==> src/design/tl_mon_pkg.sv <==
/*
 * Shared widths, TL-UL opcodes, error bit positions and
 * the pending-table entry type for the TL-UL monitor.
 */
package tl_mon_pkg;

  //////////////////////
  // Bus widths.
  //////////////////////

  localparam int unsigned ADDR_W        = 32;
  localparam int unsigned DATA_W        = 32;
  // One mask bit per byte lane.
  localparam int unsigned MASK_W        = DATA_W / 8;
  localparam int unsigned SIZE_W        = 2;
  localparam int unsigned SRC_W         = 2;
  localparam int unsigned OPCODE_W      = 3;
  localparam int unsigned PARAM_W       = 3;
  // One table entry per source ID.
  localparam int unsigned NUM_SRC       = 2 ** SRC_W;
  localparam int unsigned BUS_BYTES_LOG = $clog2(MASK_W);
  // Wide enough to hold 2**size for the largest size code.
  localparam int unsigned BYTE_CNT_W    = 2 ** SIZE_W;

  //////////////////////
  // Opcodes.
  //////////////////////

  // A channel requests.
  localparam logic [OPCODE_W-1:0] OP_PUT_FULL        = 3'd0;
  localparam logic [OPCODE_W-1:0] OP_PUT_PARTIAL     = 3'd1;
  localparam logic [OPCODE_W-1:0] OP_GET             = 3'd4;
  // D channel responses.
  localparam logic [OPCODE_W-1:0] OP_ACCESS_ACK      = 3'd0;
  localparam logic [OPCODE_W-1:0] OP_ACCESS_ACK_DATA = 3'd1;

  //////////////////////
  // Error words.
  //////////////////////

  // A channel error bit positions.
  localparam int unsigned A_ERR_W      = 8;
  localparam int unsigned AE_OPCODE    = 0;
  localparam int unsigned AE_PARAM     = 1;
  localparam int unsigned AE_SIZE      = 2;
  localparam int unsigned AE_ALIGN     = 3;
  localparam int unsigned AE_MASK      = 4;
  localparam int unsigned AE_FULL_MASK = 5;
  localparam int unsigned AE_CORRUPT   = 6;
  localparam int unsigned AE_REUSE     = 7;

  // D channel error bit positions.
  localparam int unsigned D_ERR_W    = 6;
  localparam int unsigned DE_OPCODE  = 0;
  localparam int unsigned DE_NO_REQ  = 1;
  localparam int unsigned DE_MATCH   = 2;
  localparam int unsigned DE_SIZE    = 3;
  localparam int unsigned DE_PARAM   = 4;
  localparam int unsigned DE_CORRUPT = 5;

  typedef logic [A_ERR_W-1:0] a_err_t;
  typedef logic [D_ERR_W-1:0] d_err_t;

  // One outstanding request as seen by the D side.
  typedef struct packed {
    logic              valid;
    logic              is_get;
    logic [SIZE_W-1:0] size;
  } pend_entry_t;

endpackage
==> src/design/tl_mon_if.sv <==
/*
 * Allocation and lookup interfaces between the channel
 * checkers and the pending-request table.
 */
`timescale 1ns/1ps

// A checker to table.
// New requests are written here.
interface pend_alloc_if import tl_mon_pkg::*; ();

  // One-cycle strobe per accepted legal request.
  logic              alloc;
  logic [SRC_W-1:0]  alloc_src;
  logic              alloc_is_get;
  logic [SIZE_W-1:0] alloc_size;
  // Entry of alloc_src still in use after this cycle's release.
  logic              busy;

  modport producer (
    output alloc,
    output alloc_src,
    output alloc_is_get,
    output alloc_size,
    input  busy
  );

  modport tbl (
    input  alloc,
    input  alloc_src,
    input  alloc_is_get,
    input  alloc_size,
    output busy
  );

endinterface

// D checker to table.
// Responses read their request here and free it.
interface pend_lookup_if import tl_mon_pkg::*; ();

  logic [SRC_W-1:0] lk_src;
  pend_entry_t      lk_entry;
  // One-cycle strobe that frees the entry of lk_src.
  logic             dealloc;

  modport consumer (
    output lk_src,
    output dealloc,
    input  lk_entry
  );

  modport tbl (
    input  lk_src,
    input  dealloc,
    output lk_entry
  );

endinterface

==> src/design/tl_ul_monitor.sv <==
/*
 * Passive TL-UL protocol monitor top level.
 * A checker, pending table and D checker.
 */
`timescale 1ns/1ps

module tl_ul_monitor import tl_mon_pkg::*; (
  input  logic                clk_i,
  input  logic                rst_ni,
  // A channel, observed only.
  input  logic                a_valid,
  input  logic                a_ready,
  input  logic [OPCODE_W-1:0] a_opcode,
  input  logic [PARAM_W-1:0]  a_param,
  input  logic [SIZE_W-1:0]   a_size,
  input  logic [SRC_W-1:0]    a_source,
  input  logic [ADDR_W-1:0]   a_address,
  input  logic [MASK_W-1:0]   a_mask,
  input  logic                a_corrupt,
  // D channel, observed only.
  input  logic                d_valid,
  input  logic                d_ready,
  input  logic [OPCODE_W-1:0] d_opcode,
  input  logic [PARAM_W-1:0]  d_param,
  input  logic [SIZE_W-1:0]   d_size,
  input  logic [SRC_W-1:0]    d_source,
  input  logic                d_denied,
  input  logic                d_corrupt,
  // Error words and outstanding sources.
  output a_err_t              a_err,
  output d_err_t              d_err,
  output logic [NUM_SRC-1:0]  pending
);

  pend_alloc_if  alloc_bus ();
  pend_lookup_if lookup_bus ();

  // Producer side.
  tl_a_checker u_a_checker (
    .clk_i      (clk_i),
    .rst_ni     (rst_ni),
    .a_valid    (a_valid),
    .a_ready    (a_ready),
    .a_opcode   (a_opcode),
    .a_param    (a_param),
    .a_size     (a_size),
    .a_source   (a_source),
    .a_address  (a_address),
    .a_mask     (a_mask),
    .a_corrupt  (a_corrupt),
    .alloc_port (alloc_bus.producer),
    .a_err      (a_err)
  );

  tl_pend_table u_pend_table (
    .clk_i       (clk_i),
    .rst_ni      (rst_ni),
    .alloc_port  (alloc_bus.tbl),
    .lookup_port (lookup_bus.tbl),
    .pending     (pending)
  );

  // Consumer side.
  tl_d_checker u_d_checker (
    .clk_i       (clk_i),
    .rst_ni      (rst_ni),
    .d_valid     (d_valid),
    .d_ready     (d_ready),
    .d_opcode    (d_opcode),
    .d_param     (d_param),
    .d_size      (d_size),
    .d_source    (d_source),
    .d_denied    (d_denied),
    .d_corrupt   (d_corrupt),
    .lookup_port (lookup_bus.consumer),
    .d_err       (d_err)
  );

endmodule

==> src/design/tl_d_checker.sv <==
/*
 * D channel rule checks for TL-UL against the pending
 * request of each source, and request release.
 */
`timescale 1ns/1ps

module tl_d_checker import tl_mon_pkg::*; (
  input  logic                clk_i,
  input  logic                rst_ni,
  input  logic                d_valid,
  input  logic                d_ready,
  input  logic [OPCODE_W-1:0] d_opcode,
  input  logic [PARAM_W-1:0]  d_param,
  input  logic [SIZE_W-1:0]   d_size,
  input  logic [SRC_W-1:0]    d_source,
  input  logic                d_denied,
  input  logic                d_corrupt,
  pend_lookup_if.consumer     lookup_port,
  output d_err_t              d_err
);

  logic        d_fire;
  logic        is_ack;
  logic        is_ack_data;
  pend_entry_t req;
  d_err_t      d_err_d;

  assign d_fire      = d_valid && d_ready;
  assign is_ack      = (d_opcode == OP_ACCESS_ACK);
  assign is_ack_data = (d_opcode == OP_ACCESS_ACK_DATA);

  ////////////////////
  // Request lookup.
  ////////////////////

  assign lookup_port.lk_src = d_source;
  // Table state from before this edge.
  assign req                = lookup_port.lk_entry;

  // Any accepted response closes its request, legal or not.
  assign lookup_port.dealloc = d_fire && req.valid;

  ////////////////////
  // Rule checks.
  ////////////////////

  always_comb begin
    d_err_d            = '0;
    d_err_d[DE_OPCODE] = !(is_ack || is_ack_data);
    d_err_d[DE_NO_REQ] = !req.valid;
    // Data goes back to Get and a plain ack to Put.
    d_err_d[DE_MATCH]  = req.valid &&
                         ((is_ack_data && !req.is_get) || (is_ack && req.is_get));
    d_err_d[DE_SIZE]   = req.valid && (d_size != req.size);
    d_err_d[DE_PARAM]  = (d_param != '0);
    // Corrupt needs payload.
    // A denied data response must also be marked corrupt.
    d_err_d[DE_CORRUPT] = (is_ack && d_corrupt) ||
                          (is_ack_data && d_denied && !d_corrupt);
  end

  // Registered like the A side, one cycle after the beat.
  always_ff @(posedge clk_i or negedge rst_ni) begin
    if (!rst_ni) begin
      d_err <= '0;
    end else if (d_fire) begin
      d_err <= d_err_d;
    end else begin
      d_err <= '0;
    end
  end

endmodule

==> src/design/tl_pend_table.sv <==
/*
 * Per-source table of outstanding TL-UL requests.
 */
`timescale 1ns/1ps

module tl_pend_table import tl_mon_pkg::*; (
  input  logic               clk_i,
  input  logic               rst_ni,
  pend_alloc_if.tbl          alloc_port,
  pend_lookup_if.tbl         lookup_port,
  output logic [NUM_SRC-1:0] pending
);

  // One entry per source ID.
  pend_entry_t [NUM_SRC-1:0] entries_q;
  logic                      same_src_free;

  ////////////////////
  // Update.
  ////////////////////

  // Release is applied first.
  // A same-cycle alloc on that source wins, so the entry stays valid.
  always_ff @(posedge clk_i or negedge rst_ni) begin
    if (!rst_ni) begin
      entries_q <= '0;
    end else begin
      if (lookup_port.dealloc) begin
        entries_q[lookup_port.lk_src].valid <= 1'b0;
      end
      if (alloc_port.alloc) begin
        entries_q[alloc_port.alloc_src] <= '{
          valid:  1'b1,
          is_get: alloc_port.alloc_is_get,
          size:   alloc_port.alloc_size
        };
      end
    end
  end

  ////////////////////
  // Read ports.
  ////////////////////

  // The response in this cycle frees the source that A wants.
  assign same_src_free = lookup_port.dealloc &&
                         (lookup_port.lk_src == alloc_port.alloc_src);

  assign alloc_port.busy      = entries_q[alloc_port.alloc_src].valid && !same_src_free;
  // D side sees the state from before the edge.
  assign lookup_port.lk_entry = entries_q[lookup_port.lk_src];

  // Outstanding requests, visible one cycle after the beat.
  always_comb begin
    for (int i = 0; i < NUM_SRC; i++) begin
      pending[i] = entries_q[i].valid;
    end
  end

  // The D checker may only free what the A checker allocated.
  assert property (@(posedge clk_i) disable iff (!rst_ni)
    lookup_port.dealloc |-> entries_q[lookup_port.lk_src].valid)
    else $error("release of an empty table entry");

  // Table entries must never be overwritten by a new request.
  assert property (@(posedge clk_i) disable iff (!rst_ni)
    alloc_port.alloc |-> (!entries_q[alloc_port.alloc_src].valid || same_src_free))
    else $error("alloc issued on a busy source");

endmodule

==> src/design/tl_a_checker.sv <==
/*
 * A channel rule checks for TL-UL and request allocation
 * into the pending table.
 */
`timescale 1ns/1ps

module tl_a_checker import tl_mon_pkg::*; (
  input  logic                clk_i,
  input  logic                rst_ni,
  input  logic                a_valid,
  input  logic                a_ready,
  input  logic [OPCODE_W-1:0] a_opcode,
  input  logic [PARAM_W-1:0]  a_param,
  input  logic [SIZE_W-1:0]   a_size,
  input  logic [SRC_W-1:0]    a_source,
  input  logic [ADDR_W-1:0]   a_address,
  input  logic [MASK_W-1:0]   a_mask,
  input  logic                a_corrupt,
  pend_alloc_if.producer      alloc_port,
  output a_err_t              a_err
);

  // Beat is sampled only on the handshake.
  logic                     a_fire;
  logic                     op_legal;
  logic                     contig_req;
  logic [BYTE_CNT_W-1:0]    byte_cnt;
  logic [BYTE_CNT_W-1:0]    align_mask;
  logic [BUS_BYTES_LOG-1:0] lane_off;
  logic [MASK_W-1:0]        max_mask;
  logic [MASK_W-1:0]        mask_edges;
  a_err_t                   a_err_d;

  assign a_fire   = a_valid && a_ready;
  assign op_legal = (a_opcode == OP_PUT_FULL) || (a_opcode == OP_PUT_PARTIAL) ||
                    (a_opcode == OP_GET);
  // PutPartialData may carry a sparse mask.
  assign contig_req = (a_opcode == OP_GET) || (a_opcode == OP_PUT_FULL);

  ////////////////////
  // Mask geometry.
  ////////////////////

  // Transfer length in bytes and the address bits it must clear.
  assign byte_cnt   = BYTE_CNT_W'(1) << a_size;
  assign align_mask = byte_cnt - BYTE_CNT_W'(1);
  // Byte lane of the first addressed byte.
  assign lane_off   = a_address[BUS_BYTES_LOG-1:0];

  // Largest mask the size and address allow.
  always_comb begin
    if (a_size >= SIZE_W'(BUS_BYTES_LOG)) begin
      max_mask = '1;
    end else begin
      max_mask = MASK_W'((32'd1 << byte_cnt) - 32'd1) << lane_off;
    end
  end

  // A contiguous run of ones has at most two edges.
  assign mask_edges = a_mask ^ {a_mask[MASK_W-2:0], 1'b0};

  ////////////////////
  // Rule checks.
  ////////////////////

  always_comb begin
    a_err_d               = '0;
    a_err_d[AE_OPCODE]    = !op_legal;
    a_err_d[AE_PARAM]     = (a_param != '0);
    a_err_d[AE_SIZE]      = (a_size > SIZE_W'(BUS_BYTES_LOG));
    a_err_d[AE_ALIGN]     = |(a_address[BYTE_CNT_W-1:0] & align_mask);
    a_err_d[AE_MASK]      = ((a_mask & ~max_mask) != '0) ||
                            (contig_req && ($countones(mask_edges) > 2));
    a_err_d[AE_FULL_MASK] = (a_opcode == OP_PUT_FULL) &&
                            ($countones(a_mask) != int'(byte_cnt));
    // Get is the only request without payload.
    a_err_d[AE_CORRUPT]   = a_corrupt && (a_opcode == OP_GET);
    // Illegal opcodes are not tracked as requests.
    a_err_d[AE_REUSE]     = op_legal && alloc_port.busy;
  end

  // Error word lives for exactly one cycle after the beat.
  always_ff @(posedge clk_i or negedge rst_ni) begin
    if (!rst_ni) begin
      a_err <= '0;
    end else if (a_fire) begin
      a_err <= a_err_d;
    end else begin
      a_err <= '0;
    end
  end

  ////////////////////
  // Allocation.
  ////////////////////

  // A busy source keeps its old entry.
  assign alloc_port.alloc        = a_fire && op_legal && !alloc_port.busy;
  assign alloc_port.alloc_src    = a_source;
  assign alloc_port.alloc_is_get = (a_opcode == OP_GET);
  assign alloc_port.alloc_size   = a_size;

endmodule

==> config.mk <==
export PLATFORM = sky130hd
export DESIGN_NAME = tl_ul_monitor
export DESIGN_NICKNAME = d
export VERILOG_FILES = /design/src/design/tl_mon_pkg.sv /design/src/design/tl_mon_if.sv /design/src/design/tl_ul_monitor.sv /design/src/design/tl_d_checker.sv /design/src/design/tl_pend_table.sv /design/src/design/tl_a_checker.sv
export SDC_FILE = /design/constraint.sdc
export NUM_CORES = 1
export LEC_CHECK = 0
export ABC_AREA = 1
export BUFFER_PORTS_ARGS = -buffer_cell sky130_fd_sc_hd__buf_2
export CORE_MARGIN = 3
export CORE_UTILIZATION = 46
export DETAILED_ROUTE_END_ITERATION = 16
export PLACE_DENSITY = 0.79
export SETUP_SLACK_MARGIN = 0.1
export SLEW_MARGIN = 20
export SYNTH_ARGS = -nofsm -noshare
export SYNTH_HDL_FRONTEND = slang
export SYNTH_HIERARCHICAL = 1
export SYNTH_SLANG_ARGS = --single-unit
export TNS_END_PERCENT = 30
==> constraint.sdc <==
create_clock -name clk_i -period 2.05 [get_ports clk_i]
set_input_delay 0.1025 -clock clk_i [delete_from_list [all_inputs] [get_ports clk_i]]
set_output_delay 0.1025 -clock clk_i [all_outputs]
set_load 0.01 [all_outputs]
==> summary.txt, run 1 <==
Final layout
  • Util after Layout: between 60% and 70%
  • Net count, final: ~350
  • Fraction of layout cells with a size suffix above 1: roughly 29%
  • Design Area, Final: around 2100 um2
  • Synthesis-to-finish area growth: 22.10%
  • Non-Filler Instances: between 300 and 400
  • Ant diodes: 0

Detailed routing
  • DRC errors left: 0
  • DR iter-0 viols: ~110
  • Vias: 1581
  • Post-DR wirelength/cell: between 10 and 15 um
  • Initial DRT Pass Iterations: 4
  • Total Wirelength: ~3800 um
  • Final ANT Viol Nets: 0
  • Via density: 4.805

Setup path
  • Critical path arrival: roughly 1900 ps
  • Worst R2R Path Depth: 12
  • Element type at the critical path start: flip-flop
  • CP required: between 2000 and 2500 ps
  • Critical path class: reg -> reg
  • Flop-to-flop setup slack: roughly 320 ps
  • Worst-path maximum fanout: 7
  • Setup crit end kind: flip-flop
  • RR Endpoint: u_pend_table/entries_q[8]$_DFFE_PN0P_
  • Reg-to-Reg Start: u_pend_table/pending[0]$_DFF_PN0_

STA
  • Final Max Tran Viols: 0
  • Least-Margin Pin Slew: between 600 and 700 ps
  • Peak Freq: 578.3 MHz
  • RSZ-0062 raised after global routing: false
  • Slew margin rel.: approximately 57%
  • Hold slack: between 30 and 40 ps
  • Setup TNS: 0 ps
  • Setup ws final: between 300 and 400 ps
  • Final setup vio count: 0
  • Final Hold Vio Count: 0
  • Min Clock Period, post-route: 1729 ps
  • Layout Skew: 6.441 ps
  • Final cycle utilization of the critical path: 84.36%

Worst hold path
  • Hold path start: d_param[2]
  • Destination of the worst hold path: u_d_checker/d_err[4]$_DFF_PN0_
  • Hold Path Class: in -> reg
  • Number of cells on the worst hold path: 3

Clock tree
  • Post-CTS Repair Setup Buffers: 0
  • Worst skew pair latency: between 200 and 300 ps
  • Htree depth: 2
  • PostCTS Resize Cnt: 0
  • Clock transition at path regs: ~70 ps
  • CTS Sinks: 30
  • Clk root buf: clkbuf_8
  • CTS buffer count: 5
  • CTS tree: built
  • Max clock buf depth: 2

Floorplan
  • Core ar.: roughly 3500 um2
  • Chip width: approximately 68 um
  • Die ar.: roughly 4600 um2
  • Die Y-Extent: approximately 68 um
  • Initial cell density of the core: roughly half
  • Num rows: 21
  • IO Pins: 83

Placement
  • DPL Wire Length: 2906 um
  • Placed cell count: 320
  • Post-Place Worst Slack: around 160 ps
  • Area after DPL: 2031 um2
  • RD Place Congestion: between 0.8 and 0.9
  • PortBufs: 53

GRT
  • Initial antenna violation count: 0
  • Tot GR Track Use: between 15 and 20%
  • Global-route wire length before repair: 6320 um
  • Vias in the first global route: around 1500
  • Largest net degree at the start of global routing: 31
  • Total gr overflow: 0

Logic synthesis
  • Mapped Avg Cell Area: roughly 7.7 um2
  • Yosys reg bits: 30
  • Sequential share of the synthesized area: between 40 and 50%
  • Cell Area, Synth: roughly 1700 um2
  • Library cells used by synthesis: 25
  • Warnings, synthesis: 6
  • Net Count, Synth: about 300
  • Cell taking the most area after synthesis: dfrtp_1
  • Largest cells by area after synthesis: dfrtp_1, nand2_1, inv_1
  • Yosys top cell area share: 42.92%
  • Syn Inst Count: 226

Status
  • Outcome: complete, no violations

Power
  • Power, Total: about 1.6 mW
  • Worst VDD drop: 0.2983 mV
  • Power per Cell Area: ~750 nW/um2
  • P_leak: around 1.2 nW

Flow run
  • Max-cap viol count: 0
logic make-up (layout without fill, tap and decap cells):
group / Yosys count / count (layout) / synth area share [%]
AO/OA/AOI/OAI: 26 / 26 / 7.940
buffers and inverters: 44 / 101 / 12.02
AND/OR/NAND/NOR: 112 / 112 / 28.18
flip-flops: 30 / 30 / 42.92
adder cells (fa/ha/maj): 7 / 7 / 5.436
XOR/XNOR: 7 / 7 / 3.505
area by class of cell:
| type | instances | area, um2 |
|---|---|---|
| multi-input cells | 152 | 788.3 |
| clock inverters | 2 | 12.51 |
| well taps | 46 | 57.56 |
| inverters | 33 | 123.9 |
| flip-flops and latches | 30 | 750.7 |
| fillers | 326 | 1359 |
| clock buffers | 6 | 82.58 |
| repair buffers | 60 | 320.3 |
cell usage after synthesis:
| cell type | n |
|---|---|
| inv_2 | 4 |
| o21ai_0 | 10 |
| nand3_2 | 3 |
| inv_1 | 29 |
| nor2_4 | 1 |
| buf_4 | 10 |
| nor3_1 | 2 |
| nand2_2 | 1 |
| nand3_1 | 8 |
| nor3_2 | 1 |
| o21bai_1 | 1 |
| o21ai_1 | 9 |
| nand4_1 | 6 |
| fa_1 | 1 |
| dfrtp_1 | 30 |
| xor2_1 | 3 |
| a21oi_1 | 4 |
| nor2_2 | 4 |
| o31ai_1 | 1 |
| buf_6 | 1 |
| a21oi_2 | 1 |
| xnor2_1 | 4 |
| nor2_1 | 21 |
| nand2_1 | 65 |
| ha_1 | 6 |
critical path: stages (launching register included):
cell     delay, ps
dfrtp_1        410
nand2_1         70
nand4_1        110
nand2_1        100
inv_1           90
nand3_1         80
nor2_1         110
nor2_1          70
nor2_1         100
buf_4          140
nand3_2        160
nand2_1         90
o21ai_0         80
worst max path at each step:
| stage | slack [ps] | depth (start not counted) | start | endpoint |
|---|---|---|---|---|
| floorplan | 310 | 13 | d_source[0] | u_pend_table/entries_q[10]$_DFFE_PN0P_ |
| global placement | 230 | 11 | a_mask[0] | u_a_checker/a_err[4]$_DFF_PN0_ |
| detailed placement | 160 | 11 | a_mask[0] | u_a_checker/a_err[4]$_DFF_PN0_ |
| CTS | 340 | 12 | u_pend_table/pending[0]$_DFF_PN0_ | u_pend_table/entries_q[5]$_DFFE_PN0P_ |
| global route | 170 | 12 | u_pend_table/pending[0]$_DFF_PN0_ | u_pend_table/entries_q[6]$_DFFE_PN0P_ |
| finish | 320 | 12 | u_pend_table/pending[0]$_DFF_PN0_ | u_pend_table/entries_q[8]$_DFFE_PN0P_ |
cell usage in the layout, fill, tap and decap left out, types with 2 or more instances in the layout:
cell type  instances
buf_2             53
xnor2_1            4
ha_1               6
nor2_2             4
clkbuf_8           6
o21ai_1            9
a21oi_1            4
buf_4              6
nand4_1            6
xor2_1             3
o21ai_0           10
inv_2              4
dfrtp_1           30
nand3_1            8
nand3_2            3
nor2_1            21
inv_1             29
nand2_1           65
nor3_1             2
state kept, by name (all words and copies together), names as in the netlist:
name	flops
u_d_checker/d_err	6
u_pend_table/pending	4
u_a_checker/a_err	8
u_pend_table/entries_q	12
per-layer routing:
layer / global-route usage (%) / wire (um) / vias up
met1: 21.69 / 1568 / 707
li1: - / - / 808
met4: 9.114 / 121 / 0
met5: 0 / 0 / -
met3: 5.158 / 245 / 11
met2: 30.86 / 1846 / 55
where the power goes:
group          switching (mW)  internal, mW  total (mW)
Combinational           0.216         0.164       0.380
Sequential             0.0565         0.673       0.730
Clock                   0.222         0.269       0.491
Total                   0.495          1.11        1.60
repair_timing:
| item | CTS | global route |
|---|---|---|
| endpoints found under the hold margin | 30 | 0 |
| endpoints found under the setup margin | 0 | 0 |
| hold buffers | 1 | 0 |
(Power assumes the default switching activity.)
==> run 2, diff against run 1 <==
==> constraint.sdc (replaced) <==
create_clock -name clk_i -period 1.7 [get_ports clk_i]
set_input_delay 0.085 -clock clk_i [delete_from_list [all_inputs] [get_ports clk_i]]
set_output_delay 0.085 -clock clk_i [all_outputs]
set_load 0.01 [all_outputs]
==> run 2 against run 1 <==
  * Clock power up 17%
  * Clock skew fell by 3.8 ps
  * Critical path type unchanged
  * Final cell count up 4.3%
  * Cell area is 7.6% higher
  * Total power is 28% higher
  * Critical endpoint is now u_pend_table/entries_q[9]$_DFFE_PN0P_
==> summary.txt, run 2 (synthesized netlist as in run 1, its figures left out) <==
Clock tree
  • Clock transition at path regs: 60 ps (was 70 ps)
  • Clk root buf: clkbuf_8 (unchanged)
  • CTS Sinks: 30 (unchanged)
  • Max clock buf depth: 2 (unchanged)
  • Htree depth: 2 (unchanged)
  • Worst skew pair latency: 280 ps (about the same)
  • CTS tree: built (unchanged)
  • CTS buffer count: 5 (unchanged)

GRT
  • Tot GR Track Use: 19.30% (was 18.51%)
  • Global-route wire length before repair: 6403 um (was 6320 um)
  • Total gr overflow: 0 (unchanged)
  • Vias in the first global route: 1521 (was 1496)
  • Largest net degree at the start of global routing: 31 (unchanged)
  • Initial antenna violation count: 0 (unchanged)

Setup path
  • Element type at the critical path start: flip-flop (unchanged)
  • Worst R2R Path Depth: 11 (was 12)
  • Worst-path maximum fanout: 7 (unchanged)
  • Flop-to-flop setup slack: 100 ps (was 320 ps)
  • Max incr delay on CP: 360 ps (was 410 ps)
  • Crit-path leading delay family: simple AND/OR/NAND/NOR gates (unchanged)
  • Crit path max-delay cell type: dfrtp_1 (unchanged)
  • Critical path class: reg -> reg (unchanged)
  • Worst path cell trace: nand2_1, nand4_1, nand2_1, inv_2, nand3_2, nor2_2, nor2_2, nor2_4, nand3_4, nand2_2, o21ai_2 (was nand2_1, nand4_1, nand2_1, inv_1, nand3_1, nor2_1, nor2_1, nor2_1, buf_4, nand3_2, nand2_1, o21ai_0)
  • CP required: 1870 ps (was 2210 ps)
  • RR Endpoint: u_pend_table/entries_q[9]$_DFFE_PN0P_ (was u_pend_table/entries_q[8]$_DFFE_PN0P_)
  • Critical path arrival: 1770 ps (was 1890 ps)
  • Bufs and invs on worst path: 1 (was 2)
  • Setup crit end kind: flip-flop (unchanged)
  • Reg-to-Reg Start: u_pend_table/pending[3]$_DFF_PN0_ (was u_pend_table/pending[0]$_DFF_PN0_)

Placement
  • Area after DPL: 2111 um2 (was 2031 um2)
  • DPL Wire Length: 3180 um (was 2906 um)
  • PortBufs: 53 (unchanged)
  • RD Place Congestion: 0.7940 (was 0.8018)
  • Placed cell count: 330 (was 320)
  • Post-Place Worst Slack: -135.7 ps (was 155.7 ps)

Worst hold path
  • Number of cells on the worst hold path: 3 (unchanged)
  • Hold path start: a_corrupt (was d_param[2])
  • Destination of the worst hold path: u_a_checker/a_err[6]$_DFF_PN0_ (was u_d_checker/d_err[4]$_DFF_PN0_)
  • Hold Path Class: in -> reg (unchanged)

Final layout
  • Fraction of layout cells with a size suffix above 1: 36.36% (was 28.98%)
  • Synthesis-to-finish area growth: 31.40% (was 22.10%)
  • Area taken by multi-input logic gates: 849.6 um2 (was 788.3 um2)
  • Non-Filler Instances: 343 (was 329)
  • Commonest non-fill, non-tap cell in the layout: nand2_1 (unchanged)
  • Largest reg by FF count: u_pend_table/entries_q (unchanged)
  • Largest register FFs: 12 (unchanged)
  • Net count, final: 368 (was 354)
  • Design Area, Final: 2298 um2 (was 2136 um2)
  • Ant diodes: 0 (unchanged)
  • Number of fill cells: 303 (was 326)
  • Commonest cells after routing, fill and taps aside: nand2_1, buf_2, dfrtp_1 (unchanged)
  • Util after Layout: 65.77% (was 61.12%)
  • Regs by FF count: u_pend_table/entries_q x12, u_a_checker/a_err x8, u_d_checker/d_err x6 (unchanged)
  • Storage cell area: 750.7 um2 (unchanged)

Detailed routing
  • Final ANT Viol Nets: 0 (unchanged)
  • DR iter-0 viols: 80 (was 105)
  • Post-DR wirelength/cell: 12.31 um (was 11.49 um)
  • Total Wirelength: 4224 um (was 3781 um)
  • Via density: 4.776 (was 4.805)
  • Vias: 1638 (was 1581)
  • DRC errors left: 0 (unchanged)
  • Initial DRT Pass Iterations: 4 (unchanged)

STA
  • Hold slack: 19.17 ps (was 31.91 ps)
  • Setup ws final: 102.6 ps (was 320.6 ps)
  • RSZ-0062 raised after global routing: true (was false)
  • Final cycle utilization of the critical path: 93.96% (was 84.36%)
  • Setup TNS: 0 ps (unchanged)
  • Least-Margin Pin Slew: 646.0 ps (was 650.1 ps)
  • Min Clock Period, post-route: 1597 ps (was 1729 ps)
  • Final Max Tran Viols: 0 (unchanged)
  • Final Hold Vio Count: 0 (unchanged)
  • Slew margin rel.: 56.93% (was 56.66%)
  • Peak Freq: 626.0 MHz (was 578.3 MHz)
  • Layout Skew: 2.685 ps (was 6.441 ps)
  • Final setup vio count: 0 (unchanged)

Status
  • Outcome: complete, no violations (unchanged)

Power
  • Power per Cell Area: 889.8 nW/um2 (was 749.9 nW/um2)
  • Worst VDD drop: 0.3781 mV (was 0.2983 mV)
  • Power, Total: 2.045 mW (was 1.602 mW)
  • P_leak: 1.266 nW (was 1.199 nW)

Flow run
  • Max-cap viol count: 0 (unchanged)

Floorplan
  • Num rows: 21 (unchanged)
  • Core ar.: 3495 um2 (unchanged)
  • Chip width: 67.67 um (unchanged)
  • Initial cell density of the core: 50.05% (unchanged)
  • IO Pins: 83 (unchanged)
  • Die ar.: 4579 um2 (unchanged)
  • Die Y-Extent: 67.67 um (unchanged)
-- run 2: cell count changes in the layout (fill, tap and decap cells not counted), sizes merged --
cell,previous run,this run
clkbuf,6,7
buf,59,73
clkinvlp,1,0
-- run 2: what timing repair did --
| action | CTS | global route |
|---|---|---|
| buffers inserted | 2 | 2 |
| pin swaps | 8 | 13 |
| hold buffers | 1 | 0 |
| resized for setup | 4 | 13 |
| hold endpoints to repair | 30 | 0 |
| endpoints found under the setup margin | 12 | 18 |
-- run 2: how the worst max path moves through the flow --
stage | depth (start not counted) | slack (ps) | start | end
floorplan | 10 | 90 | a_mask[0] | u_a_checker/a_err[4]$_DFF_PN0_
global placement | 11 | -70 | a_mask[0] | u_a_checker/a_err[5]$_DFF_PN0_
detailed placement | 11 | -140 | a_mask[0] | u_a_checker/a_err[5]$_DFF_PN0_
CTS | 11 | 100 | u_pend_table/pending[1]$_DFF_PN0_ | u_pend_table/entries_q[9]$_DFFE_PN0P_
global route | 11 | -40 | u_pend_table/pending[3]$_DFF_PN0_ | u_pend_table/entries_q[10]$_DFFE_PN0P_
finish | 11 | 100 | u_pend_table/pending[3]$_DFF_PN0_ | u_pend_table/entries_q[9]$_DFFE_PN0P_
-- run 2: worst min-delay path: stages --
cell and delay (ps):
buf_2 100, nand2_1 50, nor2_1 30
-- run 2: cell type report --
| cell class | count | share of cell area (%) |
|---|---|---|
| Clock buffer | 7 | 3.756 |
| Clock inverter | 1 | 0.2177 |
| Inverter | 33 | 5.389 |
| Multi-Input combinational cell | 152 | 36.96 |
| Sequential cell | 30 | 32.66 |
| Tap cell | 46 | 2.504 |
| Timing Repair Buffer | 74 | 18.51 |
-- run 2: power by group --
part	internal [mW]	switching [mW]	total [mW]
combinational	0.279	0.320	0.599
clock	0.325	0.248	0.574
sequential	0.813	0.0598	0.872
-- run 2: metal layers --
layer  vias up  track usage, %  wire length (um)
li1        838               -                 -
met1       741           20.71              1661
met2        52           34.99              2227
met3         7           4.493               257
met4         0           9.620                77
met5         -               0                 0
